### config.mk
export PLATFORM = sky130hd
export DESIGN_NAME = icache_data_ram
export DESIGN_NICKNAME = d
export VERILOG_FILES = /design/src/icache/icache_data_ram.sv
export VERILOG_INCLUDE_DIRS = /design/src /design/src/common
export SDC_FILE = /design/constraint.sdc
export NUM_CORES = 2
export LEC_CHECK = 0
export CAP_MARGIN = 20
export CORE_MARGIN = 8
export CORE_UTILIZATION = 55
export DETAILED_ROUTE_END_ITERATION = 8
export DONT_BUFFER_PORTS = 1
export GPL_TIMING_DRIVEN = 0
export HOLD_SLACK_MARGIN = 0.1
export PLACE_DENSITY = 0.73
export REMOVE_ABC_BUFFERS = 1
export SLEW_MARGIN = 20
export SYNTH_ARGS = -nofsm -noshare
export SYNTH_HDL_FRONTEND = slang
export SYNTH_SLANG_ARGS = --single-unit
### constraint.sdc
create_clock -name clk -period 8.64 [get_ports clk]
set_clock_uncertainty 0.05 [all_clocks]
set_input_delay 0.864 -clock clk [delete_from_list [all_inputs] [get_ports clk]]
set_output_delay 0.864 -clock clk [all_outputs]
set_load 0.02 [all_outputs]
### src/common/icache_defines.svh
/* instruction cache widths */

`ifndef ICACHE_DEFINES_SVH
`define ICACHE_DEFINES_SVH

// fetch address
`define ICACHE_ADDR_W   32
`define ICACHE_INSN_W   32

// address split: tag | index | word | byte
`define ICACHE_INDEX_W  6
`define ICACHE_SETS     64
`define ICACHE_TAG_W    23

// one line is one memory beat
`define ICACHE_LINE_W   64

// saturating age per way
`define ICACHE_AGE_W    3

`endif

### src/icache/icache_data_ram.sv
/* icache line store, one way */

`timescale 1ns/100ps
`default_nettype none

`include "icache_defines.svh"

module icache_data_ram (
    input  wire logic                          clk,
    input  wire logic [`ICACHE_INDEX_W-1:0]    i_index,
    input  wire logic                          i_we,
    input  wire logic [`ICACHE_LINE_W-1:0]     i_line,
    output logic [`ICACHE_LINE_W-1:0]          o_line
);

    logic [`ICACHE_LINE_W-1:0] line_mem [`ICACHE_SETS];

    always_ff @(posedge clk) begin
        if (i_we) begin
            line_mem[i_index] <= i_line;
        end
    end

    // read is one cycle behind the index
    always_ff @(posedge clk) begin
        o_line <= line_mem[i_index];
    end

endmodule

`default_nettype wire

==> flow_metrics.tcl <==
set metrics [dict create \
    status "complete, no violations" \
    antenna_found_initial 12 \
    grt_first_pass_wirelength_um 650000 \
    avgSynthCellArea_um2 18.0 \
    hp-class "in2reg" \
    die_x_um 548 \
    max_freq_mhz 161 \
    drt_first_pass_iters 9 \
    die_h_um 548 \
    grt_start_max_net_pins 433 \
    synth_async_sr_flop_share_pct 0 \
    setup_violations 0 \
    rsz0062_at_grt "no" \
    routedWlPerCell_um 35.6 \
    cp_data_required_time_ns 9.34 \
    clkSinkCount 4160 \
    cp_cell_sequence "buf_16, buf_16, buf_16, buf_16, buf_16, inv_8, buf_16, nand2_4, buf_16, o22ai_1, nor4_1, o2111ai_1, nand3b_1" \
    nNetsFinal 8955 \
    rows 195 \
    drc 0 \
    syn_inst 8619 \
    post-route-period-util_pct 72.1 \
    setup_slack_ns 2.41 \
    avgViaCountPerCell 7.19 \
    combPwrFrac_pct 5.2 \
    io_buffers 0 \
    p_seq_share_pct 53.9 \
    synthToLayoutAreaGrowth_pct 17.1 \
    drive_gt1_share_pct 15.7 \
    grt_overflow 0 \
    clkTransAtPathRegs_ns 0.06 \
    dp_slack_ns 1.72 \
    finalSetupTns_ns 0 \
    start_kind "input port" \
    ys_top_cells_by_area "edfxtp_1, a221oi_1, a22oi_1" \
    start_util_pct 55.2 \
    cts_setup_buffers 0 \
    ir_drop_mv 0.209 \
    cp.buffers_inverters 8 \
    clock_path_buffers 4 \
    dominantRegCellSynth "edfxtp_1" \
    crit_path_max_fanout 124 \
    worstMarginPinSlew_ns 1.34 \
    clockPowerShare_pct 40.8 \
    dp_hpwl_um 275000 \
    p_leak_nw 57.1 \
    synth_cell_types 57 \
    synth-edff-count 4096 \
    slowest_stage "nor4_1" \
    switchingPower_w 0.00896 \
    yosys_warnings 0 \
    io_pins 136 \
    numCtsBuffers 395 \
    p_sw_share_pct 21.5 \
    slowest_delay_ns 0.62 \
    cts_tree "done" \
    drv_slew 0 \
    cp-end-kind "register" \
    ys_seq_elements 4160 \
    synth-seq-area-share_pct 79.9 \
    netlist_area_um2 155000 \
    wl_um 461000 \
    timing.final.crit_period_ns 6.23 \
    place_congestion 0.737 \
    grt_pass1_vias 92400 \
    clockRootBuffer "clkbuf_16" \
    postRouteAntennaNets 0 \
    power_density_nw_per_um2 229 \
    core_um2 282000 \
    hold_viol 0 \
    via_count 93200 \
    p_int_w 0.0327 \
    synth_top_area_cell "edfxtp_1" \
    drtIter0Drc 15500 \
    layout_common_cells "edfxtp_1, a22oi_1, a221oi_1" \
    slew-limit-headroom_pct 10.7 \
    dieArea_um2 300000 \
    clock_latency_ns 0.96 \
    final_common_cell "edfxtp_1" \
    cp_top_family "buffers and inverters" \
    htree_levels 5 \
    cap_violations 0 \
    synth_top_cell_area_share_pct 79.1 \
    cp_common_cell "buf_16" \
    gr-usage-all-layers_pct 29.7 \
    worstSetupPathType "in2reg" \
    worstPathArrival_ns 6.92 \
]
-- power by group through the flow --
stage	sequential, W	clock (W)	combinational (W)
detailed placement	0.0229	0	0.00177
global placement	0.0229	0	0.00156
global route	0.0225	0.0178	0.00225
floorplan	0.0229	0	0.000931
CTS	0.0225	0.0170	0.00211
finish	0.0225	0.0170	0.00218
-- worst paths after layout --
| check | start | endpoint | slack, ns | cells past startpoint |
|---|---|---|---|---|
| setup reg to reg | line_mem[5][0] | o_line[0] | 6.05 | 4 |
| hold reg to reg | line_mem[18][9] | o_line[9] | 0.59 | 4 |
| hold / removal | i_line[32] | line_mem[0][32] | 0.21 | 1 |
| setup / recovery | i_index[2] | o_line[37] | 2.41 | 13 |
-- cell families (layout without fill, tap and decap cells) --
logic type / after synthesis / after routing / share of synthesized area, %
DFF: 4160 / 4160 / 79.9
buffers and inverters: 658 / 1240 / 1.89
AOI/OAI and AO/OA: 2389 / 2389 / 11.3
and+or+nand+nor: 808 / 808 / 2.28
other: 0 / 11 / 0
muxes: 604 / 604 / 4.56
-- flip-flops by register name, indices dropped and copies added, names as in the netlist --
register and cells:
line_mem 4096, o_line 64
-- cell type report --
class / count / area, µm²
Inverter: 3 / 33.8
Sequential cell: 4160 / 124000
Clock buffer: 506 / 10700
Antenna cell: 11 / 27.5
Timing Repair Buffer: 522 / 11500
Multi-Input combinational cell: 3801 / 29000
Clock inverter: 209 / 1880
Tap cell: 3743 / 4680
Fill cell: 17500 / 99700
-- routing by layer --
layer | up-vias | GRT usage, % | share of wire [%]
met5 | - | 0.401 | 0.025
met4 | 8 | 15.5 | 6.3
met2 | 8204 | 46.9 | 46
met1 | 46300 | 37.6 | 33
li1 | 36700 | - | -
met3 | 1942 | 8.68 | 14
-- metrics by stage --
step	utilization (%)	std cells	hold slack [ns]	cell area [µm²]	total power [W]
2_1_floorplan	-	7964	0.509	153000	0.0238
3_3_place_gp	55.8	11700	0.599	157000	0.0245
3_5_place_dp	59.6	12200	0.586	168000	0.0247
4_1_cts	64.6	12900	0.168	182000	0.0416
5_1_grt	64.6	12900	0.199	182000	0.0425
6_report	64.6	13000	0.210	182000	0.0416
-- Yosys cell counts, types with 6 or more instances --
cell type,n
nor2b_1,8
buf_4,23
mux2_2,203
buf_1,91
mux4_2,63
a222oi_1,28
a311oi_1,27
nand3_1,7
a221oi_1,636
nor3_1,24
o21ai_0,139
clkbuf_1,280
a22oi_1,684
o221ai_1,13
mux2i_1,337
edfxtp_1,4096
or3_1,7
nor2_1,301
a211oi_1,33
a221o_1,30
o2111a_1,30
nand4_1,36
dfxtp_1,64
nand3b_1,30
o22ai_1,506
buf_2,253
a22o_1,6
nand2_1,311
a21oi_1,210
nor4_1,58
o2111ai_1,27
buf_6,8
-- timing repair --
action	in CTS	in global routing
resized for setup	0	0
hold buffers	64	0
endpoints found under the hold margin	4096	0
Power figures use the tool's default switching activity.
