<file path="src/common/icache_defines.svh">
/* instruction cache widths */

`ifndef ICACHE_DEFINES_SVH
`define ICACHE_DEFINES_SVH

// fetch address
`define ICACHE_ADDR_W   32
`define ICACHE_INSN_W   32

// address split: tag | index | word | byte
`define ICACHE_INDEX_W  6
`define ICACHE_SETS     64
`define ICACHE_TAG_W    23

// one line is one memory beat
`define ICACHE_LINE_W   64

// saturating age per way
`define ICACHE_AGE_W    3

`endif

</file>
<file path="src/icache/icache_age.sv">
/* icache age counters and victim choice */

`timescale 1ns/100ps
`default_nettype none

`include "icache_defines.svh"

module icache_age (
    input  wire logic                          clk,
    input  wire logic                          i_rst_n,
    input  wire logic                          i_accept,
    input  wire logic [`ICACHE_INDEX_W-1:0]    i_index,
    input  wire logic                          i_touch0,
    input  wire logic                          i_touch1,
    input  wire logic                          i_valid0,
    input  wire logic                          i_valid1,
    output logic                               o_victim
);

    logic [`ICACHE_AGE_W-1:0] age0_q [`ICACHE_SETS];
    logic [`ICACHE_AGE_W-1:0] age1_q [`ICACHE_SETS];

    // ~~~~~~~~~~~~~~~~~~~~~~~~~~~~~~~~~~~~~~~~
    // counter update
    // ~~~~~~~~~~~~~~~~~~~~~~~~~~~~~~~~~~~~~~~~

    // every accept ages all sets, a touch clears one entry
    always_ff @(posedge clk or negedge i_rst_n) begin
        if (!i_rst_n) begin
            for (int s = 0; s < `ICACHE_SETS; s++) begin
                age0_q[s] <= '0;
                age1_q[s] <= '0;
            end
        end else begin
            for (int s = 0; s < `ICACHE_SETS; s++) begin
                if (i_touch0 && (i_index == `ICACHE_INDEX_W'(s))) begin
                    age0_q[s] <= '0;
                end else if (i_accept && (age0_q[s] != '1)) begin
                    age0_q[s] <= age0_q[s] + 1'b1;
                end

                if (i_touch1 && (i_index == `ICACHE_INDEX_W'(s))) begin
                    age1_q[s] <= '0;
                end else if (i_accept && (age1_q[s] != '1)) begin
                    age1_q[s] <= age1_q[s] + 1'b1;
                end
            end
        end
    end

    // ~~~~~~~~~~~~~~~~~~~~~~~~~~~~~~~~~~~~~~~~
    // victim
    // ~~~~~~~~~~~~~~~~~~~~~~~~~~~~~~~~~~~~~~~~

    // invalid way first, then the older one, way 0 on a tie
    always_comb begin
        if (!i_valid0) begin
            o_victim = 1'b0;
        end else if (!i_valid1) begin
            o_victim = 1'b1;
        end else begin
            o_victim = (age0_q[i_index] >= age1_q[i_index]) ? 1'b0 : 1'b1;
        end
    end

endmodule

`default_nettype wire

</file>
<file path="config.mk">
export PLATFORM = sky130hd
export DESIGN_NAME = icache_age
export DESIGN_NICKNAME = d
export VERILOG_FILES = /design/src/icache/icache_age.sv
export VERILOG_INCLUDE_DIRS = /design/src /design/src/common
export SDC_FILE = /design/constraint.sdc
export NUM_CORES = 1
export LEC_CHECK = 0
export ABC_AREA = 1
export BUFFER_PORTS_ARGS = -buffer_cell sky130_fd_sc_hd__buf_2
export CAP_MARGIN = 20
export CORE_ASPECT_RATIO = 1.25
export CORE_MARGIN = 2
export CORE_UTILIZATION = 50
export DETAILED_ROUTE_END_ITERATION = 8
export GPL_TIMING_DRIVEN = 0
export PLACE_DENSITY_LB_ADDON = 0.25
export SLEW_MARGIN = 20
export SYNTH_ARGS = -nofsm -noshare
export SYNTH_HDL_FRONTEND = slang
export SYNTH_SLANG_ARGS = --single-unit
</file>
<file path="constraint.sdc">
create_clock -name clk -period 1.9 [get_ports clk]
set_clock_uncertainty 0.1 [all_clocks]
set_input_delay 0.19 -clock clk [delete_from_list [all_inputs] [get_ports clk]]
set_output_delay 0.19 -clock clk [all_outputs]
set_load 0.005 [all_outputs]
</file>
==> results of run 1 <==
[final timing paths]
path | from | endpoint | depth (start not counted)
hold reg to reg | age0_q[166] | age0_q[166] | 2
setup / recovery | i_index[0] | o_victim | 17
max in group asynchronous | i_rst_n | age1_q[37] | 5
hold / removal | i_rst_n | age1_q[72] | 2
setup reg to reg | age0_q[91] | age0_q[92] | 7
min in group clk | i_touch0 | age0_q[0] | 4
[worst max-delay path, cell delays in order]
cell	delay, ns
sky130_fd_sc_hd__buf_2	0.18
sky130_fd_sc_hd__buf_2	0.21
sky130_fd_sc_hd__clkbuf_2	0.51
sky130_fd_sc_hd__nand2_1	0.12
sky130_fd_sc_hd__nand2_1	0.10
sky130_fd_sc_hd__nand2_1	0.05
sky130_fd_sc_hd__nand2_1	0.07
sky130_fd_sc_hd__nand2_1	0.05
sky130_fd_sc_hd__nand2_1	0.19
sky130_fd_sc_hd__o21ai_0	0.15
sky130_fd_sc_hd__nand2_1	0.13
sky130_fd_sc_hd__nor2_2	0.05
sky130_fd_sc_hd__ha_4	0.26
sky130_fd_sc_hd__nand2_2	0.04
sky130_fd_sc_hd__o211ai_1	0.35
sky130_fd_sc_hd__a21boi_1	0.12
sky130_fd_sc_hd__buf_2	0.14
[what timing repair did]
| item | in CTS | in global routing |
|---|---|---|
| endpoints found under the setup margin | 15 | 110 |
| setup buffers | 2 | 6 |
| pin swaps | 9 | 20 |
| hold buffers | 3 | 0 |
| hold endpoints to repair | 278 | 0 |
| resized for setup | 19 | 51 |
[power groups by stage]
stage          clock [mW]  combinational [mW]  sequential, mW
3_5_place_dp            0                16.1            16.1
2_1_floorplan           0                12.7            15.0
3_3_place_gp            0                15.5            16.0
6_report             8.62                16.6            16.1
5_1_grt              8.99                19.4            16.6
4_1_cts              8.66                16.3            16.0
[logic make-up (layout without fill, tap and decap cells)]
group	after synthesis	count (layout)	share of synthesized area
AOI/OAI and AO/OA	355	355	0.0767
xor gates and xnor gates	72	72	0.0251
adders and majority gates	259	259	0.129
buffers and inverters	447	550	0.0704
DFF	384	384	0.382
and+or+nand+nor	1962	1962	0.316
[metrics by stage]
| stage | utilization | cell area [sq um] | total power, mW | hold slack, ns | setup TNS (ns) |
|---|---|---|---|---|---|
| 2_1_floorplan | - | 25400 | 27.7 | -0.206 | -0.0953 |
| 3_3_place_gp | 0.530 | 26200 | 31.5 | 0.444 | -3002.91 |
| 3_5_place_dp | 0.533 | 26400 | 32.2 | 0.0627 | -134.69 |
| 4_1_cts | 0.563 | 27900 | 40.9 | 0.0342 | -1.28 |
| 5_1_grt | 0.566 | 28000 | 45.0 | 0.0347 | -1.33 |
| 6_report | 0.566 | 28000 | 41.3 | -0.0211 | -1.30 |
[cells in the mapped netlist, types with 58 or more instances]
master,n,area [sq um]
sky130_fd_sc_hd__a21oi_1,129,646
sky130_fd_sc_hd__a31oi_1,116,726
sky130_fd_sc_hd__buf_2,64,320
sky130_fd_sc_hd__dfrtp_1,384,9610
sky130_fd_sc_hd__ha_1,259,3240
sky130_fd_sc_hd__inv_1,317,1190
sky130_fd_sc_hd__nand2_1,1198,4500
sky130_fd_sc_hd__nand3_1,182,911
sky130_fd_sc_hd__nor2_1,447,1680
sky130_fd_sc_hd__o21ai_0,58,290
sky130_fd_sc_hd__or2_2,112,701
sky130_fd_sc_hd__xnor2_1,72,631
[layer usage]
layer  track usage  vias up  routed length (um)
met5             0        -                  18
met4         0.236        2                6990
met3        0.0719      321                7720
met2         0.530      950               37900
met1         0.405    11000               32400
li1              -    11200                   -
[flip-flops by register name (all words and copies together) (netlist names)]
signal  flops
age1_q    192
age0_q    192
[cell type report]
cell class                      count  area [sq um]  share of cell area
Buffer                            124           791              0.0282
Timing Repair Buffer               26           293              0.0104
Clock inverter                     16           175             0.00625
Sequential cell                   384          9610               0.343
Multi-Input combinational cell   2648         13900               0.496
Inverter                          323          1210              0.0433
Clock buffer                       61          1240              0.0441
Tap cell                          651           815              0.0290
==> metrics.md, run 1 <==
| Metric | Value |
|---|---|
| Number of buffers added by the clock tree synthesis step | 44 |
| Run status | complete, but fails checks |
| Final min period | 3.20 ns |
| Share of final-layout standard cells stronger than drive strength 1 | 0.101 |
| Final-layout fill cell count | 4826 |
| Total number of clock tree sinks | 384 |
| Final setup violation count | 1 |
| Routability Congestion | 1.05 |
| RSZ-0062 raised after global routing | true |
| Horizontal extent of the die | 205 um |
| Yosys warns | 0 |
| CTS max path bufs | 3 |
| Top_reg_cell synth | sky130_fd_sc_hd__dfrtp_1 |
| Avg Vias per Cell | 5.54 |
| Area of the placeable core | 0.0495 sq mm |
| Endpoint kind of the worst setup timing path | primary output |
| Nets in the synthesized netlist | 3751 |
| Largest voltage drop on the vdd net | 0.763 mV |
| Combinational fraction of design power | 0.402 |
| Max-cap viol count | 0 |
| Number of levels in the clock H-tree | 2 |
| Most common cell after layout, fill and taps aside | sky130_fd_sc_hd__nand2_1 |
| Layout Cells excl Fill | 4233 |
| Portion of the post-synthesis area used by sequential elements | 0.382 |
| Count of nets left with antenna violations after detail routing | 0 |
| Post-synth design cell area | 0.0251 sq mm |
| Area growth syn-to-layout | 11.6% |
| Cell Pwr Density | 1470 mW/mm^2 |
| Min-delay worst type | input pin to asynchronous set/reset pin |
| Most frequent cells in the layout | sky130_fd_sc_hd__nand2_1, sky130_fd_sc_hd__nor2_1, sky130_fd_sc_hd__dfrtp_1 |
| Tot GR Track Use | 0.334 |
| Final Hold Viols | 8 |
| Worst hold margin | -0.0211 ns |
| Maximum fanout along the worst path | 10 |
| Maximum frequency from static timing analysis | 0.312 GHz |
| ANT cells | 0 |
| Worst-Margin Slew | 1.05 ns |
| Violation count after the first detailed-route iteration | 1896 |
| Flip-flop and latch count after synthesis | 384 |
| Y dimension of the die | 255 um |
| Flop-to-flop setup slack | 0.33 ns |
| Number of pins with negative max-slew slack in the final report | 0 |
| Switching Power | 16.6 mW |
| Clock Root Buffer | sky130_fd_sc_hd__clkbuf_16 |
| Worst Path Required | 1.61 ns |
| Period utilization | 1.69 |
| Pin count of the biggest net entering global routing | 88 |
| Count of pins on the block boundary | 14 |
| Antenna violations before repair | 1 |
| Placed Cells incl. Taps | 4145 |
| Signal arrival time at the worst endpoint | 2.91 ns |
| Static leakage power | 15.2 nW |
| Clock Power Share | 0.209 |
| Number of I/O port buffers | 10 |
| Wire length of the first global-routing pass | 129 mm |
| Post-Synthesis Mean Instance Area | 7.22 sq um |
| Post-synth cell types | 25 |
| Internal power component | 24.7 mW |
| Die Area | 0.0521 sq mm |
| Clock latency at the later pin of the worst-skew pair | 0.61 ns |
| Critical path launch point type | input pin |
| Smallest setup slack after layout | -1.30 ns |
| # DRC | 0 |
| Number of global-route vias before repair | 22400 |
| Net count, final | 3823 |
| Clock Pin Slew Worst Setup and Hold Paths | 0.06 ns |
| Worst slew margin | 0.300 |
| Final global-route overflow total | 0 |
| Violations in the final reports | hold timing, setup timing |
| Number of detailed-route iterations in the first pass | 6 |
| Detailed-route wire length | 85.0 mm |
| Via count of the routed design | 23500 |
| Mapped Cells | 3479 |
| Number of flops mapped to enable cells by yosys | 0 |
| Wire length per cell after detailed routing | 20.1 um |
| Proportion of register bits with asynchronous set or reset after synthesis | 1.00 |
| Place WS | -1.44 ns |
| CTS tree | yes |
| Sequential share of power | 0.389 |
| Row Count | 91 |
| Switching fraction of total power | 0.401 |
| Starting density of the core | 0.507 |
| HPWL after detailed placement | 61.3 mm |
| Critical path start-end classification | input pin to primary output |
No activity file was read; power rests on OpenSTA's default activity.
==> inputs of run 2 (changes only) <==
- HOLD_SLACK_MARGIN: not set -> 0.08
- PLACE_DENSITY: not set -> 0.65
- PLACE_DENSITY_LB_ADDON: 0.25 -> not set
- clock period: 1.9 -> 4.1 ns (I/O delays scaled with it)
==> run 2 against run 1 <==
  * The run now ends clean
  * Routed wire length up 5.3%
  * Sequential power down 54%
  * Critical path depth up 1
  * Final area down 1.6%
  * Non-clock buffer count down 10
  * First-iteration DRC count up 25%
  * Via count up 1.1%
  * Critical path type unchanged
  * Largest cell class unchanged
==> metrics.md, run 2 (synthesized netlist as in run 1, its figures left out) <==
| Metric | Value |
|---|---|
| Run status | finished clean |
| Crit-path max cell delay | 0.89 ns |
| Final setup violation count | 0 |
| Maximum fanout along the worst path | 10 |
| Worst slew margin | 0.160 |
| Cell Pwr Density | 700 mW/mm^2 |
| Final Hold Viols | 0 |
| Min-delay worst type | input pin to asynchronous set/reset pin |
| Antenna violations before repair | 1 |
| Tot GR Track Use | 0.351 |
| Count of pins on the block boundary | 14 |
| Endpoint kind of the worst setup timing path | primary output |
| Largest regs | age0_q: 192 flops, age1_q: 192 flops |
| Total area of sequential cells | 0.00961 sq mm |
| Number of buffers added by the clock tree synthesis step | 44 |
| Wire length per cell after detailed routing | 21.2 um |
| Largest voltage drop on the vdd net | 0.476 mV |
| # DRC | 0 |
| Clock Pin Slew Worst Setup and Hold Paths | 0.06 ns |
| Combined area of the multi-input logic cells | 0.0137 sq mm |
| Share of final-layout standard cells stronger than drive strength 1 | 0.0776 |
| Static leakage power | 15.0 nW |
| Max-cap viol count | 0 |
| Number of I/O port buffers | 10 |
| Number of pins with negative max-slew slack in the final report | 0 |
| Most common cell after layout, fill and taps aside | sky130_fd_sc_hd__nand2_1 |
| Total number of clock tree sinks | 384 |
| HPWL after detailed placement | 65.3 mm |
| Avg Vias per Cell | 5.62 |
| Area of the placeable core | 0.0495 sq mm |
| Signal arrival time at the worst endpoint | 3.50 ns |
| Layout Cells excl Fill | 4221 |
| Row Count | 91 |
| Most frequent cells in the layout | sky130_fd_sc_hd__nand2_1, sky130_fd_sc_hd__nor2_1, sky130_fd_sc_hd__dfrtp_1 |
| Critical path launch point type | input pin |
| Cell with the most instances on the worst path | sky130_fd_sc_hd__nand2_1 |
| Wire length of the first global-routing pass | 136 mm |
| Final global-route overflow total | 0 |
| RSZ-0062 raised after global routing | false |
| Final min period | 4.01 ns |
| Y dimension of the die | 255 um |
| Cell with the largest stage delay on the worst path | sky130_fd_sc_hd__clkbuf_1 |
| Critical path start-end classification | input pin to primary output |
| Worst-Margin Slew | 1.26 ns |
| Routability Congestion | 0.985 |
| CTS max path bufs | 3 |
| Number of levels in the clock H-tree | 2 |
| Horizontal extent of the die | 205 um |
| Clock latency at the later pin of the worst-skew pair | 0.59 ns |
| Count of nets left with antenna violations after detail routing | 0 |
| Final design area excluding fillers | 0.0276 sq mm |
| Worst Path Required | 3.59 ns |
| Ordered cell list for the critical path | buf_2 -> inv_2 -> clkbuf_1 -> nand2_1 -> nand2_1 -> nand2_1 -> nand2_1 -> nand2_1 -> nand2_1 -> nor2_1 -> nor2_1 -> nor2_1 -> nand2_1 -> ha_1 -> a21oi_1 -> o211ai_1 -> a21boi_0 -> buf_2 |
| Net count, final | 3813 |
| Clock Root Buffer | sky130_fd_sc_hd__clkbuf_16 |
| Placed Instance Area | 0.0261 sq mm |
| Number of global-route vias before repair | 23600 |
| Pin count of the biggest net entering global routing | 88 |
| Detailed-route wire length | 89.5 mm |
| Die Area | 0.0521 sq mm |
| Maximum frequency from static timing analysis | 0.249 GHz |
| Period utilization | 0.978 |
| Violation count after the first detailed-route iteration | 2369 |
| ANT cells | 0 |
| Setup repair bufs after CTS | 0 |
| Placed Cells incl. Taps | 4145 |
| Via count of the routed design | 23700 |
| CTS tree | yes |
| Final-layout fill cell count | 4780 |
| Number of detailed-route iterations in the first pass | 6 |
| Area growth syn-to-layout | 9.78% |
| Starting density of the core | 0.507 |
==> run 2: changes by cell type in the layout (fill, tap and decap cells not counted), moves of 16 or more <==
cell and change:
sky130_fd_sc_hd__buf_2 +21, sky130_fd_sc_hd__nor2_1 +18, sky130_fd_sc_hd__buf_6 -16, sky130_fd_sc_hd__buf_4 -17
sky130_fd_sc_hd__nand2_1 +19, sky130_fd_sc_hd__nand2_2 -17, sky130_fd_sc_hd__clkbuf_1 +25
==> run 2: critical path, delay by kind of cell <==
family | cells | cell delay, ns
AOI/OAI and AO/OA | 3 | 0.54
adders and majority gates | 1 | 0.26
buffers and inverters | 4 | 1.31
and+or+nand+nor | 10 | 0.97
==> run 2: final timing paths <==
kind / depth (start not counted) / endpoint / startpoint / slack, ns
max in group asynchronous: 5 / age0_q[61] / i_rst_n / 2.27
min reg2reg: 2 / age1_q[142] / age1_q[142] / 0.46
min in group clk: 4 / age1_q[63] / i_touch1 / 0.26
max: 18 / o_victim / i_index[0] / 0.09
min: 2 / age1_q[140] / i_rst_n / 0.23
max reg2reg: 6 / age0_q[62] / age0_q[60] / 2.52
==> run 2: what timing repair did <==
| action | 4_1_cts | 5_1_grt |
|---|---|---|
| gates resized for setup | 0 | 10 |
| hold buffers | 1 | 0 |
| endpoints found under the hold margin | 93 | 0 |
| setup endpoints to repair | 0 | 1 |
==> run 2: cell type report <==
type | instances | share of cell area
Sequential cell | 384 | 0.348
Clock buffer | 70 | 0.0482
Buffer | 124 | 0.0204
Clock inverter | 5 | 0.00363
Timing Repair Buffer | 16 | 0.00753
Inverter | 323 | 0.0440
Multi-Input combinational cell | 2648 | 0.498
Tap cell | 651 | 0.0295
==> run 2: stage by stage <==
step | hold WS (ns) | TNS (ns) | utilization | power [mW] | setup slack [ns]
5_1_grt | 0.265 | 0 | 0.557 | 21.0 | 0.0419
3_5_place_dp | 0.259 | 0 | 0.528 | 15.1 | 0.104
3_3_place_gp | 0.440 | -2107.82 | 0.525 | 14.5 | -5.55
2_1_floorplan | 0.0144 | 0 | - | 12.8 | 1.43
4_1_cts | 0.243 | 0 | 0.557 | 19.3 | 0.0995
6_report | 0.232 | 0 | 0.557 | 19.3 | 0.0883
==> run 2: report_power, final <==
part	total (mW)	leakage, nW	switching (mW)	internal [mW]
combinational	7.75	9.66	4.34	3.41
sequential	7.48	4.64	1.80	5.69
clock	4.08	0.700	1.69	2.39
==> run 2: per-layer routing <==
metal  wire (um)  track usage  share of wire
met1       34800        0.427           0.39
met2       40000        0.560           0.45
met3        6980       0.0581          0.078
met4        7790        0.263          0.087
met5          17            0        0.00019
