===== src/common/icache_defines.svh =====
/* instruction cache widths */

`ifndef ICACHE_DEFINES_SVH
`define ICACHE_DEFINES_SVH

// fetch address
`define ICACHE_ADDR_W   32
`define ICACHE_INSN_W   32

// address split: tag | index | word | byte
`define ICACHE_INDEX_W  6
`define ICACHE_SETS     64
`define ICACHE_TAG_W    23

// one line is one memory beat
`define ICACHE_LINE_W   64

// saturating age per way
`define ICACHE_AGE_W    3

`endif


===== src/common/icache_pkg.sv =====
/* instruction cache types */

`default_nettype none

`include "icache_defines.svh"

package icache_pkg;

    // stored tag with its valid bit
    typedef struct packed {
        logic                       valid;
        logic [`ICACHE_TAG_W-1:0]   tag;
    } tag_entry_t;

    typedef struct packed {
        logic [`ICACHE_TAG_W-1:0]   tag;
        logic [`ICACHE_INDEX_W-1:0] index;
        logic                       word;
        logic [1:0]                 byte_off;
    } fetch_fields_t;

    // same fetch word, raw or split into fields
    typedef union packed {
        logic [`ICACHE_ADDR_W-1:0]  raw;
        fetch_fields_t              fields;
    } fetch_addr_u;

    // single-beat line read
    typedef struct packed {
        logic                       rd;
        logic [`ICACHE_ADDR_W-1:0]  addr;
    } mem_req_t;

    typedef enum logic [2:0] {
        IDLE,
        LOOKUP,
        COMPARE,
        HIT,
        REFILL
    } ic_state_e;

endpackage

`default_nettype wire


===== src/icache/icache_ctrl.sv =====
/* icache lookup and refill control */

`timescale 1ns/100ps
`default_nettype none

`include "icache_defines.svh"

module icache_ctrl (
    input  wire logic                          clk,
    input  wire logic                          i_rst_n,
    // fetch side
    input  wire logic                          i_fetch_req,
    input  wire icache_pkg::fetch_addr_u       i_fetch_addr,
    input  wire logic                          i_stall,
    output logic                               o_fetch_valid,
    output logic [`ICACHE_INSN_W-1:0]          o_fetch_data,
    // memory side
    output icache_pkg::mem_req_t               o_mem_req,
    input  wire logic [`ICACHE_LINE_W-1:0]     i_mem_data,
    input  wire logic                          i_mem_valid,
    output logic                               o_mem_ack,
    // rams
    output logic [`ICACHE_INDEX_W-1:0]         o_index,
    output logic [`ICACHE_TAG_W-1:0]           o_tag,
    output logic                               o_we0,
    output logic                               o_we1,
    input  wire icache_pkg::tag_entry_t        i_entry0,
    input  wire icache_pkg::tag_entry_t        i_entry1,
    input  wire logic [`ICACHE_LINE_W-1:0]     i_line0,
    input  wire logic [`ICACHE_LINE_W-1:0]     i_line1,
    output logic [`ICACHE_LINE_W-1:0]          o_fill_line,
    // age block
    output logic                               o_accept,
    output logic                               o_touch0,
    output logic                               o_touch1,
    input  wire logic                          i_victim
);

    localparam int OFF_W = `ICACHE_ADDR_W - `ICACHE_TAG_W - `ICACHE_INDEX_W;

    icache_pkg::ic_state_e      state_q;
    icache_pkg::ic_state_e      state_d;
    logic                       hit0;
    logic                       hit1;
    logic [`ICACHE_LINE_W-1:0]  hit_line;
    logic                       hit_way_q;
    logic [`ICACHE_INSN_W-1:0]  word_q;

    assign o_index  = i_fetch_addr.fields.index;
    assign o_tag    = i_fetch_addr.fields.tag;

    // new request only once the last pulse is gone
    assign o_accept = (state_q == icache_pkg::IDLE) && i_fetch_req && !o_fetch_valid;

    // ~~~~~~~~~~~~~~~~~~~~~~~~~~~~~~~~~~~~~~~~
    // state machine
    // ~~~~~~~~~~~~~~~~~~~~~~~~~~~~~~~~~~~~~~~~

    always_comb begin
        state_d = state_q;
        case (state_q)
            icache_pkg::IDLE: begin
                if (o_accept) begin
                    state_d = icache_pkg::LOOKUP;
                end
            end
            icache_pkg::LOOKUP: begin
                state_d = icache_pkg::COMPARE;
            end
            icache_pkg::COMPARE: begin
                state_d = (hit0 || hit1) ? icache_pkg::HIT : icache_pkg::REFILL;
            end
            icache_pkg::HIT: begin
                state_d = icache_pkg::IDLE;
            end
            icache_pkg::REFILL: begin
                // line lands this edge, look it up again
                if (i_mem_valid) begin
                    state_d = icache_pkg::LOOKUP;
                end
            end
            default: begin
                state_d = icache_pkg::IDLE;
            end
        endcase
    end

    always_ff @(posedge clk or negedge i_rst_n) begin
        if (!i_rst_n) begin
            state_q <= icache_pkg::IDLE;
        end else begin
            state_q <= state_d;
        end
    end

    // ~~~~~~~~~~~~~~~~~~~~~~~~~~~~~~~~~~~~~~~~
    // compare and word select
    // ~~~~~~~~~~~~~~~~~~~~~~~~~~~~~~~~~~~~~~~~

    // ram outputs are valid in COMPARE
    assign hit0     = i_entry0.valid && (i_entry0.tag == i_fetch_addr.fields.tag);
    assign hit1     = i_entry1.valid && (i_entry1.tag == i_fetch_addr.fields.tag);
    assign hit_line = hit0 ? i_line0 : i_line1;

    always_ff @(posedge clk) begin
        if (state_q == icache_pkg::COMPARE) begin
            hit_way_q <= !hit0;
            if (i_fetch_addr.fields.word) begin
                word_q <= hit_line[`ICACHE_LINE_W-1 -: `ICACHE_INSN_W];
            end else begin
                word_q <= hit_line[`ICACHE_INSN_W-1:0];
            end
        end
    end

    // stall in HIT drops the answer
    always_ff @(posedge clk or negedge i_rst_n) begin
        if (!i_rst_n) begin
            o_fetch_valid <= 1'b0;
        end else begin
            o_fetch_valid <= (state_q == icache_pkg::HIT) && !i_stall;
        end
    end

    assign o_fetch_data = word_q;

    // ~~~~~~~~~~~~~~~~~~~~~~~~~~~~~~~~~~~~~~~~
    // refill
    // ~~~~~~~~~~~~~~~~~~~~~~~~~~~~~~~~~~~~~~~~

    assign o_mem_ack      = (state_q == icache_pkg::REFILL) && i_mem_valid;
    assign o_mem_req.rd   = (state_q == icache_pkg::REFILL) && !i_mem_valid;
    assign o_mem_req.addr = {i_fetch_addr.raw[`ICACHE_ADDR_W-1:OFF_W], {OFF_W{1'b0}}};

    assign o_we0       = o_mem_ack && !i_victim;
    assign o_we1       = o_mem_ack && i_victim;
    assign o_fill_line = i_mem_data;

    // hit or fill makes the way youngest
    assign o_touch0 = ((state_q == icache_pkg::HIT) && !hit_way_q) || o_we0;
    assign o_touch1 = ((state_q == icache_pkg::HIT) && hit_way_q) || o_we1;

endmodule

`default_nettype wire


===== config.mk =====
export PLATFORM = sky130hd
export DESIGN_NAME = icache_ctrl
export DESIGN_NICKNAME = d
export VERILOG_FILES = /design/src/common/icache_pkg.sv /design/src/icache/icache_ctrl.sv
export VERILOG_INCLUDE_DIRS = /design/src /design/src/common
export SDC_FILE = /design/constraint.sdc
export NUM_CORES = 1
export LEC_CHECK = 0
export BUFFER_PORTS_ARGS = -buffer_cell sky130_fd_sc_hd__buf_2
export CORE_AREA = 5 5 171 173
export DETAILED_ROUTE_END_ITERATION = 8
export DIE_AREA = 0 0 176 178
export PLACE_DENSITY_LB_ADDON = 0.15
export REMOVE_ABC_BUFFERS = 1
export SLEW_MARGIN = 20
export SYNTH_ARGS = -nofsm -noshare
export SYNTH_HDL_FRONTEND = slang
export SYNTH_SLANG_ARGS = --single-unit

===== constraint.sdc =====
create_clock -name clk -period 4.9 [get_ports clk]
set_clock_uncertainty 0.2 [all_clocks]
set_input_delay 0.98 -clock clk [delete_from_list [all_inputs] [get_ports clk]]
set_output_delay 0.98 -clock clk [all_outputs]
set_load 0.05 [all_outputs]

==> qor.yml, run 1 <==
timing:
  min_period_ns: 3.58
  rsz0062_at_grt: "no"
  holdWs_ns: 0.284
  finalHoldViolations: 0
  relSlewSlack_pct: 46.8
  maxSlewViolCount: 0
  tightest_slew_ns: 0.798
  fmax_ghz: 0.279
  fin_crit_sh_pct: 73.1
  finalSetupViolCount: 0
  totalNegativeSetupSlack_ns: 0
finish:
  postLayoutCoreUtil_pct: 16.9
  drive_above_1_share_pct: 70.9
  syn2layout_area_growth_pct: 31.3
  design_area_um2: 4630
  n_antenna_cell: 0
  nets: 751
clocking:
  cts_buffers: 5
  root_buffer: "clkbuf_16"
  cts_tree: "built"
  cts_setup_buffers: 0
  clock_sinks: 37
  cts_hold_buf: 0
  clk_pin_slew_ns: 0.07
  clock_path_buffers: 2
  ctsResizeCount: 0
  worstSkewPairLatency_ns: 0.29
  cts_max_level: 2
yosys:
  synthArstFlopShare_pct: 10.8
  synth_top_cell_area_share_pct: 28.1
  syn_area_per_cell_um2: 11.6
  synth_seq_area_share_pct: 30.9
  synth_seq_cells: 37
  ys_warn_count: 0
  synth_cells: 303
  synth.distinct_cells: 26
  synth_top_area_cell: "edfxtp_1"
  synth_edf_count: 33
  synthFlopType: "edfxtp_1"
  synth_area_leaders: "edfxtp_1, buf_4, mux4_2"
  syn_area_um2: 3530
drt:
  first_iter_violations: 115
  dr.pass1.iters: 4
  top_layer: "met5"
  wl_per_cell_um: 24.9
  viasPerCell: 3.71
  ant_nets: 0
  wl_met2_um: 8730
  drt-met1-wl_um: 7140
  vias: 3040
  wl_met3_um: 4160
  wirelength_um: 20400
  route.detailed.drc: 0
power:
  total_power_mw: 1.48
  peakVddDrop_uv: 113
  p_leak_nw: 2.02
  power_density_nw_per_um2: 318
critical_path:
  worstPathMaxFanout: 17
  crit_type: "input port to register"
  startpoint_type: "input port"
  cp.required_ns: 4.73
  arrival_ns: 3.41
  endpoint_kind: "register"
placement:
  port_buffers: 291
  dp_hpwl_um: 18700
  dpl_cell_area_um2: 4460
  gp_congestion: 0.801
floorplan:
  start_util_pct: 12.8
  die-area_um2: 31300
  dieWidth_um: 176
  fp-row-count: 61
  core_area_um2: 27500
  dieHeight_um: 178
  ioPinCount: 443
global_route:
  grt_pass1_vias: 3409
  grt_usage_pct: 12.3
  grt_pass1_wl_um: 26600
  grt_max_degree: 35
  antenna_found_initial: 3
  globalRouteOverflowTotal: 0
job:
  maxCapViolations: 0
hold_path:
  hold_class: "input port to asynchronous set/reset pin"
run_status:
  status: "completed"
==> per-layer routing <==
layer / global-route usage, % / up-vias
met5: 2.88 / -
met4: 2.11 / 8
met3: 11.2 / 21
met2: 18.2 / 293
met1: 13.2 / 1400
li1: - / 1318
==> per-stage QoR <==
stage               worst slack, ns  cells
floorplan                      1.27    174
global placement              0.930    812
detailed placement            0.915    812
CTS                            1.24    820
global route                   1.09    820
finish                         1.32    820
==> registers in the layout, indices dropped and copies added, names as in the netlist <==
register	cells
hit_way_q	1
o_fetch_data	32
o_fetch_valid	1
state_q	3
==> path summary, 6_finish.rpt <==
path	startpoint	end	slack, ns	cells after the start
setup / recovery	i_fetch_addr[31]	o_fetch_data[13]$_DFFE_PN_	1.32	7
max in group asynchronous	i_rst_n	state_q[1]$_DFFE_PN0P_	4.10	1
setup reg to reg	state_q[2]$_DFFE_PN0P_	o_fetch_data[15]$_DFFE_PN_	2.76	2
hold reg to reg	state_q[2]$_DFFE_PN0P_	state_q[1]$_DFFE_PN0P_	0.37	1
min in group clk	state_q[2]$_DFFE_PN0P_	state_q[1]$_DFFE_PN0P_	0.37	1
hold / removal	i_rst_n	state_q[0]$_DFFE_PN0P_	0.28	1
==> layout make-up <==
cell class                      count  area [um2]
Clock buffer                        5         125
Clock inverter                      3        46.3
Fill cell                        3119       22800
Inverter                            3        11.3
Multi-Input combinational cell    134        1450
Sequential cell                    37        1090
Tap cell                          346         433
Timing Repair Buffer              292        1480
==> synthesized netlist by cell type, types with 2 or more instances <==
| library cell | number |
|---|---|
| a22oi_1 | 2 |
| buf_4 | 125 |
| buf_6 | 3 |
| clkbuf_1 | 3 |
| dfrtp_1 | 4 |
| edfxtp_1 | 33 |
| inv_1 | 3 |
| mux4_2 | 32 |
| nand4_1 | 24 |
| nor2_1 | 10 |
| nor4_1 | 3 |
| o22ai_1 | 2 |
| xnor2_1 | 46 |
==> cells in the final DEF, fill, tap and decap left out, drive strengths merged <==
cell type / Yosys / layout
buf: 128 / 292
xnor2: 46 / 46
edfxtp: 33 / 33
mux4: 32 / 32
nand4: 24 / 24
nor2: 10 / 10
clkbuf: 3 / 5
dfrtp: 4 / 4
nor4: 4 / 4
conb: 1 / 3
inv: 3 / 3
o22ai: 2 / 2
a22oi: 2 / 2
nand2: 2 / 2
nand3b: 1 / 1
and3: 1 / 1
nand3: 1 / 1
and2: 1 / 1
o21bai: 1 / 1
or3b: 1 / 1
a21o: 1 / 1
nand2b: 1 / 1
o21ai: 1 / 1
bufinv: 0 / 1
clkinv: 0 / 1
clkinvlp: 0 / 1
==> cells by family (layout without fill, tap and decap cells) <==
| kind of cell | count (synthesis) | count (layout) | synth area share, % |
|---|---|---|---|
| compound gates | 7 | 7 | 1.35 |
| xor+xnor | 46 | 46 | 11.4 |
| buf+inv | 134 | 303 | 28.2 |
| flops | 37 | 37 | 30.9 |
| mux | 32 | 32 | 20.4 |
| other cells | 1 | 3 | 0.106 |
| simple gates | 46 | 46 | 7.62 |
==> worst max-delay path, cell delays in order <==
cell and delay [ns]:
buf_2 0.15, xnor2_1 0.35, nand4_1 0.19, nor4_2 0.45
nand2_2 0.47, buf_12 0.34, mux4_2 0.44
==> report_power, final <==
part | switching (mW) | internal (mW)
Clock | 0.147 | 0.241
Combinational | 0.456 | 0.182
Sequential | 0.0217 | 0.427
Total | 0.624 | 0.851
(Power assumes the default switching activity.)
==> run 2: changes to the inputs <==
- clock period: 4.9 -> 2.9 ns (I/O delays scaled with it)
==> run 2 against run 1 <==
Count of clock-buffer cells in the layout increased by 1; global-route usage about the same; critical path type unchanged; die area unchanged; power increased by 69%; clock power increased by 63%; highest routed layer unchanged; design area increased by 3.1%.
==> qor.yml, run 2 (synthesis results as in run 1) <==
drt:
  vias: 3116  # +2.5%
  first_iter_violations: 73  # -37%
  wirelength_um: 20500  # +0.46%
  route.detailed.drc: 0  # unchanged
  dr.pass1.iters: 4  # unchanged
  viasPerCell: 3.72  # +0.30%
  ant_nets: 0  # unchanged
  wl_per_cell_um: 24.4  # -1.7%
finish:
  largest_reg_flops: 32  # unchanged
  nets: 769  # +2.4%
  mostFrequentLayoutCell: "buf_2"
  drive_above_1_share_pct: 71.3  # +0.46 points
  n_antenna_cell: 0  # unchanged
  mostFrequentLayoutCells: "buf_2, xnor2_1, edfxtp_1, mux4_2, nand4_1"
  syn2layout_area_growth_pct: 35.3
  design_area_um2: 4780  # +3.1%
  postLayoutCoreUtil_pct: 17.4  # +0.51 points
critical_path:
  startpoint_type: "input port"
  arrival_ns: 2.39  # -1.02 ns
  crit_slowest_cell: "mux4_2"
  crit_type: "input port to register"
  slowest_delay_ns: 0.44  # -0.03 ns
  worstPathMaxFanout: 16  # -1
  path_cells: "buf_2 -> xnor2_1 -> nand4_1 -> nor4_2 -> nand2_2 -> buf_12 -> mux4_2"
  cp.required_ns: 2.72  # -2.01 ns
  endpoint_kind: "register"
floorplan:
  die-area_um2: 31300  # unchanged
  dieHeight_um: 178  # unchanged
  ioPinCount: 443  # unchanged
  dieWidth_um: 176  # unchanged
  start_util_pct: 12.8  # unchanged
  core_area_um2: 27500  # unchanged
  fp-row-count: 61  # unchanged
placement:
  dp_hpwl_um: 18800  # +0.42%
  gp_congestion: 0.837  # +4.4%
  port_buffers: 291  # unchanged
  dpl_cell_area_um2: 4600  # +3.1%
power:
  peakVddDrop_uv: 206  # +83%
  total_power_mw: 2.49  # +69%
  p_leak_nw: 2.11  # +4.5%
  power_density_nw_per_um2: 522  # +64%
clocking:
  clk_pin_slew_ns: 0.06  # about the same
  cts_max_level: 2  # unchanged
  root_buffer: "clkbuf_16"
  clock_path_buffers: 2  # unchanged
  cts_buffers: 5  # unchanged
  cts_tree: "built"
  cts_hold_buf: 1  # +1
  worstSkewPairLatency_ns: 0.28  # about the same
  clock_sinks: 37  # unchanged
  cts_setup_buffers: 0  # unchanged
  ctsResizeCount: 0  # unchanged
timing:
  finalHoldViolations: 0  # unchanged
  rsz0062_at_grt: "no"
  fmax_ghz: 0.389
  maxSlewViolCount: 0  # unchanged
  min_period_ns: 2.57
  relSlewSlack_pct: 66.6  # +20 points
  finalSetupViolCount: 0  # unchanged
  fin_crit_sh_pct: 88.7
  totalNegativeSetupSlack_ns: 0  # unchanged
  tightest_slew_ns: 0.501  # -0.298 ns
job:
  maxCapViolations: 0  # unchanged
hold_path:
  hold_class: "input port to register"
run_status:
  status: "completed"
global_route:
  grt_max_degree: 34  # -2.9%
  grt_pass1_vias: 3509  # +2.9%
  globalRouteOverflowTotal: 0  # unchanged
  grt_usage_pct: 12.4  # about the same
  antenna_found_initial: 3  # unchanged
  grt_pass1_wl_um: 26900  # +1.2%
## run 2: cell types whose count changed in the layout (fill, tap and decap cells not counted)
| cell | change |
|---|---|
| buf_12 | +1 |
| dlygate4sd3_1 | +1 |
| clkinv_4 | -1 |
| clkbuf_1 | +1 |
| clkinvlp_4 | -1 |
| buf_4 | +16 |
| clkinv_1 | +1 |
## run 2: path summary, 6_finish.rpt
path	from	to	slack, ns	cells past startpoint
hold reg to reg	state_q[2]$_DFFE_PN0P_	state_q[1]$_DFFE_PN0P_	0.36	1
min in group asynchronous	i_rst_n	o_fetch_valid$_DFF_PN0_	0.45	2
setup reg to reg	state_q[2]$_DFFE_PN0P_	o_fetch_data[25]$_DFFE_PN_	0.89	3
setup / recovery	i_entry0[4]	o_fetch_data[0]$_DFFE_PN_	0.33	7
hold / removal	i_stall	o_fetch_valid$_DFF_PN0_	0.26	2
max in group asynchronous	i_rst_n	state_q[1]$_DFFE_PN0P_	1.94	2
## run 2: cell type report
class	count	area [um2]
multi-input cells	134	1450
flip-flops and latches	37	1090
repair buffers	310	1630
fillers	3082	22700
well taps	346	433
clock buffers	6	129
inverters	3	11.3
clock inverters	2	33.8
## run 2: per-layer routing
layer	wire length, um	global-route usage [%]	vias to the layer above	part of all wire, %
met5	141	2.88	-	0.69
met4	173	1.79	8	0.85
met3	4510	12.0	21	22
li1	-	-	1354	-
met2	8810	18.6	314	43
met1	6840	12.5	1419	33
## run 2: report_power, final
| group | internal [mW] | leakage [nW] | switching, mW |
|---|---|---|---|
| Combinational | 0.328 | 1.68 | 0.777 |
| Sequential | 0.720 | 0.352 | 0.0357 |
| Clock | 0.404 | 0.0785 | 0.228 |
## run 2: metrics by stage
step / worst slack [ns] / instances / hold slack (ns)
after global routing: 0.173 / 838 / 0.251
after global placement: 0.00473 / 829 / 0.188
final: 0.328 / 838 / 0.255
after floorplan: 0.00773 / 174 / 0.0844
after CTS: 0.307 / 838 / 0.237
after detailed placement: 0.00860 / 829 / 0.190
## run 2: worst max-delay path, delay by kind of cell
kind                      cells  cell delay [ns]
and+or+nand+nor               3             0.80
xor gates and xnor gates      1             0.25
buffers and inverters         2             0.30
muxes                         1             0.44
==> run 3: changes to the inputs <==
- REMOVE_ABC_BUFFERS: 1 -> not set
==> run 3 against run 2 <==
Fmax down 1.4%; critical path depth up 2; sequential share of layout area down 0.27 points; register-to-register slack about the same; highest routed layer is now met4; die area unchanged; worst hold slack worse by 0.0055 ns; utilization up 0.20 points; first-iteration DRC count up 4.1%; largest cell class unchanged; flip-flop and latch count unchanged.
==> qor.yml, run 3 (synthesis results as in run 1) <==
global_route:
  antenna_found_initial: 1  # -2
  grt_max_degree: 34  # unchanged
  grt_usage_pct: 10.9  # -1.4 points
  grt_pass1_vias: 3452  # -1.6%
  grt_pass1_wl_um: 24700  # -8.1%
  globalRouteOverflowTotal: 0  # unchanged
critical_path:
  startpoint_type: "input port"
  worstPathMaxFanout: 33  # +17
  cp.required_ns: 2.71  # about the same
  crit_type: "input port to register"
  endpoint_kind: "register"
  arrival_ns: 2.42  # +0.03 ns
clocking:
  clock_path_buffers: 2  # unchanged
  cts_max_level: 2  # unchanged
  clock_sinks: 37  # unchanged
  cts_buffers: 5  # unchanged
  root_buffer: "clkbuf_16"
  clk_pin_slew_ns: 0.06  # about the same
  worstSkewPairLatency_ns: 0.28  # about the same
  cts_setup_buffers: 0  # unchanged
  cts_tree: "built"
floorplan:
  die-area_um2: 31300  # unchanged
  dieWidth_um: 176  # unchanged
  core_area_um2: 27500  # unchanged
  ioPinCount: 443  # unchanged
  dieHeight_um: 178  # unchanged
  fp-row-count: 61  # unchanged
  start_util_pct: 12.8  # unchanged
job:
  maxCapViolations: 0  # unchanged
finish:
  regArea_um2: 1090  # unchanged
  syn2layout_area_growth_pct: 36.9
  multiInputGateArea_um2: 1450  # unchanged
  final_cells: 851  # +1.6%
  largest_reg_flops: 32  # unchanged
  mostFrequentLayoutCell: "buf_2"
  n_fill_cell: 3123  # +1.3%
  design_area_um2: 4830  # +1.2%
  nets: 781  # +1.6%
  drive_above_1_share_pct: 72.0  # +0.68 points
  mostFrequentLayoutCells: "buf_2, xnor2_1, edfxtp_1, mux4_2, buf_4"
timing:
  maxSlewViolCount: 0  # unchanged
  min_period_ns: 2.61  # +0.0363 ns
  relSlewSlack_pct: 47.7  # -19 points
  totalNegativeSetupSlack_ns: 0  # unchanged
  fmax_ghz: 0.383  # -1.4%
  tightest_slew_ns: 0.784  # +0.283 ns
  finalSetupViolCount: 0  # unchanged
  rsz0062_at_grt: "no"
  finalHoldViolations: 0  # unchanged
  fin_crit_sh_pct: 89.9  # +1.3 points
  holdWs_ns: 0.250  # -0.00548 ns
power:
  power_density_nw_per_um2: 499  # -4.4%
  swShare_pct: 42.6  # +0.90 points
  pwr-share-seq_pct: 31.4  # +1.1 points
  p_leak_nw: 2.16  # +2.2%
  clkPwrFrac_pct: 21.5  # -3.8 points
  intPower_mw: 1.38  # -4.8%
  total_power_mw: 2.41  # -3.3%
  power_frac_comb_pct: 47.1  # +2.8 points
  peakVddDrop_uv: 162  # -21%
  p_switching_mw: 1.03  # -1.2%
hold_path:
  hold_class: "input port to register"
placement:
  dp_hpwl_um: 17500  # -7.0%
  gp_congestion: 0.843  # +0.75%
  dpl_cell_area_um2: 4680  # +1.7%
  placed_cells: 841  # +1.4%
  port_buffers: 291  # unchanged
drt:
  dr.pass1.iters: 4  # unchanged
  first_iter_violations: 76  # +4.1%
  viasPerCell: 3.62  # -2.6%
  ant_nets: 0  # unchanged
  wl_per_cell_um: 22.1  # -9.5%
  wirelength_um: 18800  # -8.1%
  vias: 3082  # -1.1%
  route.detailed.drc: 0  # unchanged
run_status:
  status: "completed"
[run 3: layout make-up]
cell class	instances	area share, %
Timing Repair Buffer	322	35.3
Multi-Input combinational cell	134	30.0
Sequential cell	37	22.6
Tap cell	346	8.96
Clock buffer	6	2.67
Inverter	3	0.233
Clock inverter	2	0.207
Antenna cell	1	0.0518
[run 3: worst max-delay path: stages]
cell     delay [ns]
buf_2          0.10
xnor2_1        0.22
buf_4          0.16
nand4_1        0.10
nor4_2         0.29
buf_4          0.16
nand2_2        0.07
buf_12         0.19
mux4_2         0.48
[run 3: metal layers]
layer / up-vias / GRT usage (%) / wire [um]
li1: 1378 / - / -
met1: 1418 / 9.74 / 5640
met5: - / 0.481 / 0
met4: 0 / 3.31 / 385
met3: 25 / 4.30 / 2210
met2: 261 / 22.3 / 10600
[run 3: worst paths after layout]
kind | startpoint | endpoint | slack, ns | depth (start not counted)
worst max-delay path | i_entry0[4] | o_fetch_data[16]$_DFFE_PN_ | 0.29 | 9
worst min-delay path | i_stall | o_fetch_valid$_DFF_PN0_ | 0.25 | 2
worst max register to register | state_q[2]$_DFFE_PN0P_ | o_fetch_data[11]$_DFFE_PN_ | 0.90 | 3
worst min register to register | state_q[2]$_DFFE_PN0P_ | state_q[1]$_DFFE_PN0P_ | 0.35 | 1
max in group asynchronous | i_rst_n | o_fetch_valid$_DFF_PN0_ | 1.90 | 2
min in group asynchronous | i_rst_n | state_q[0]$_DFFE_PN0P_ | 0.48 | 2
[run 3: stage by stage]
stage / util (%) / worst slack [ns]
floorplan: - / 0.0680
CTS: 17.6 / 0.197
global placement: 17.0 / -0.0721
finish: 17.6 / 0.292
detailed placement: 17.0 / -0.0877
global route: 17.6 / 0.0708
[run 3: repair_timing]
item	CTS	global route
resized for setup	0	0
hold buffers	1	0
endpoints found under the hold margin	4	0
[run 3: power groups by stage]
| stage | clock, mW | sequential, mW | combinational [mW] |
|---|---|---|---|
| final | 0.518 | 0.758 | 1.13 |
| after global routing | 0.568 | 0.770 | 1.20 |
| after CTS | 0.550 | 0.760 | 1.16 |
| after detailed placement | 0 | 0.770 | 1.16 |
| after global placement | 0 | 0.768 | 1.16 |
| after floorplan | 0 | 1.03 | 0.776 |
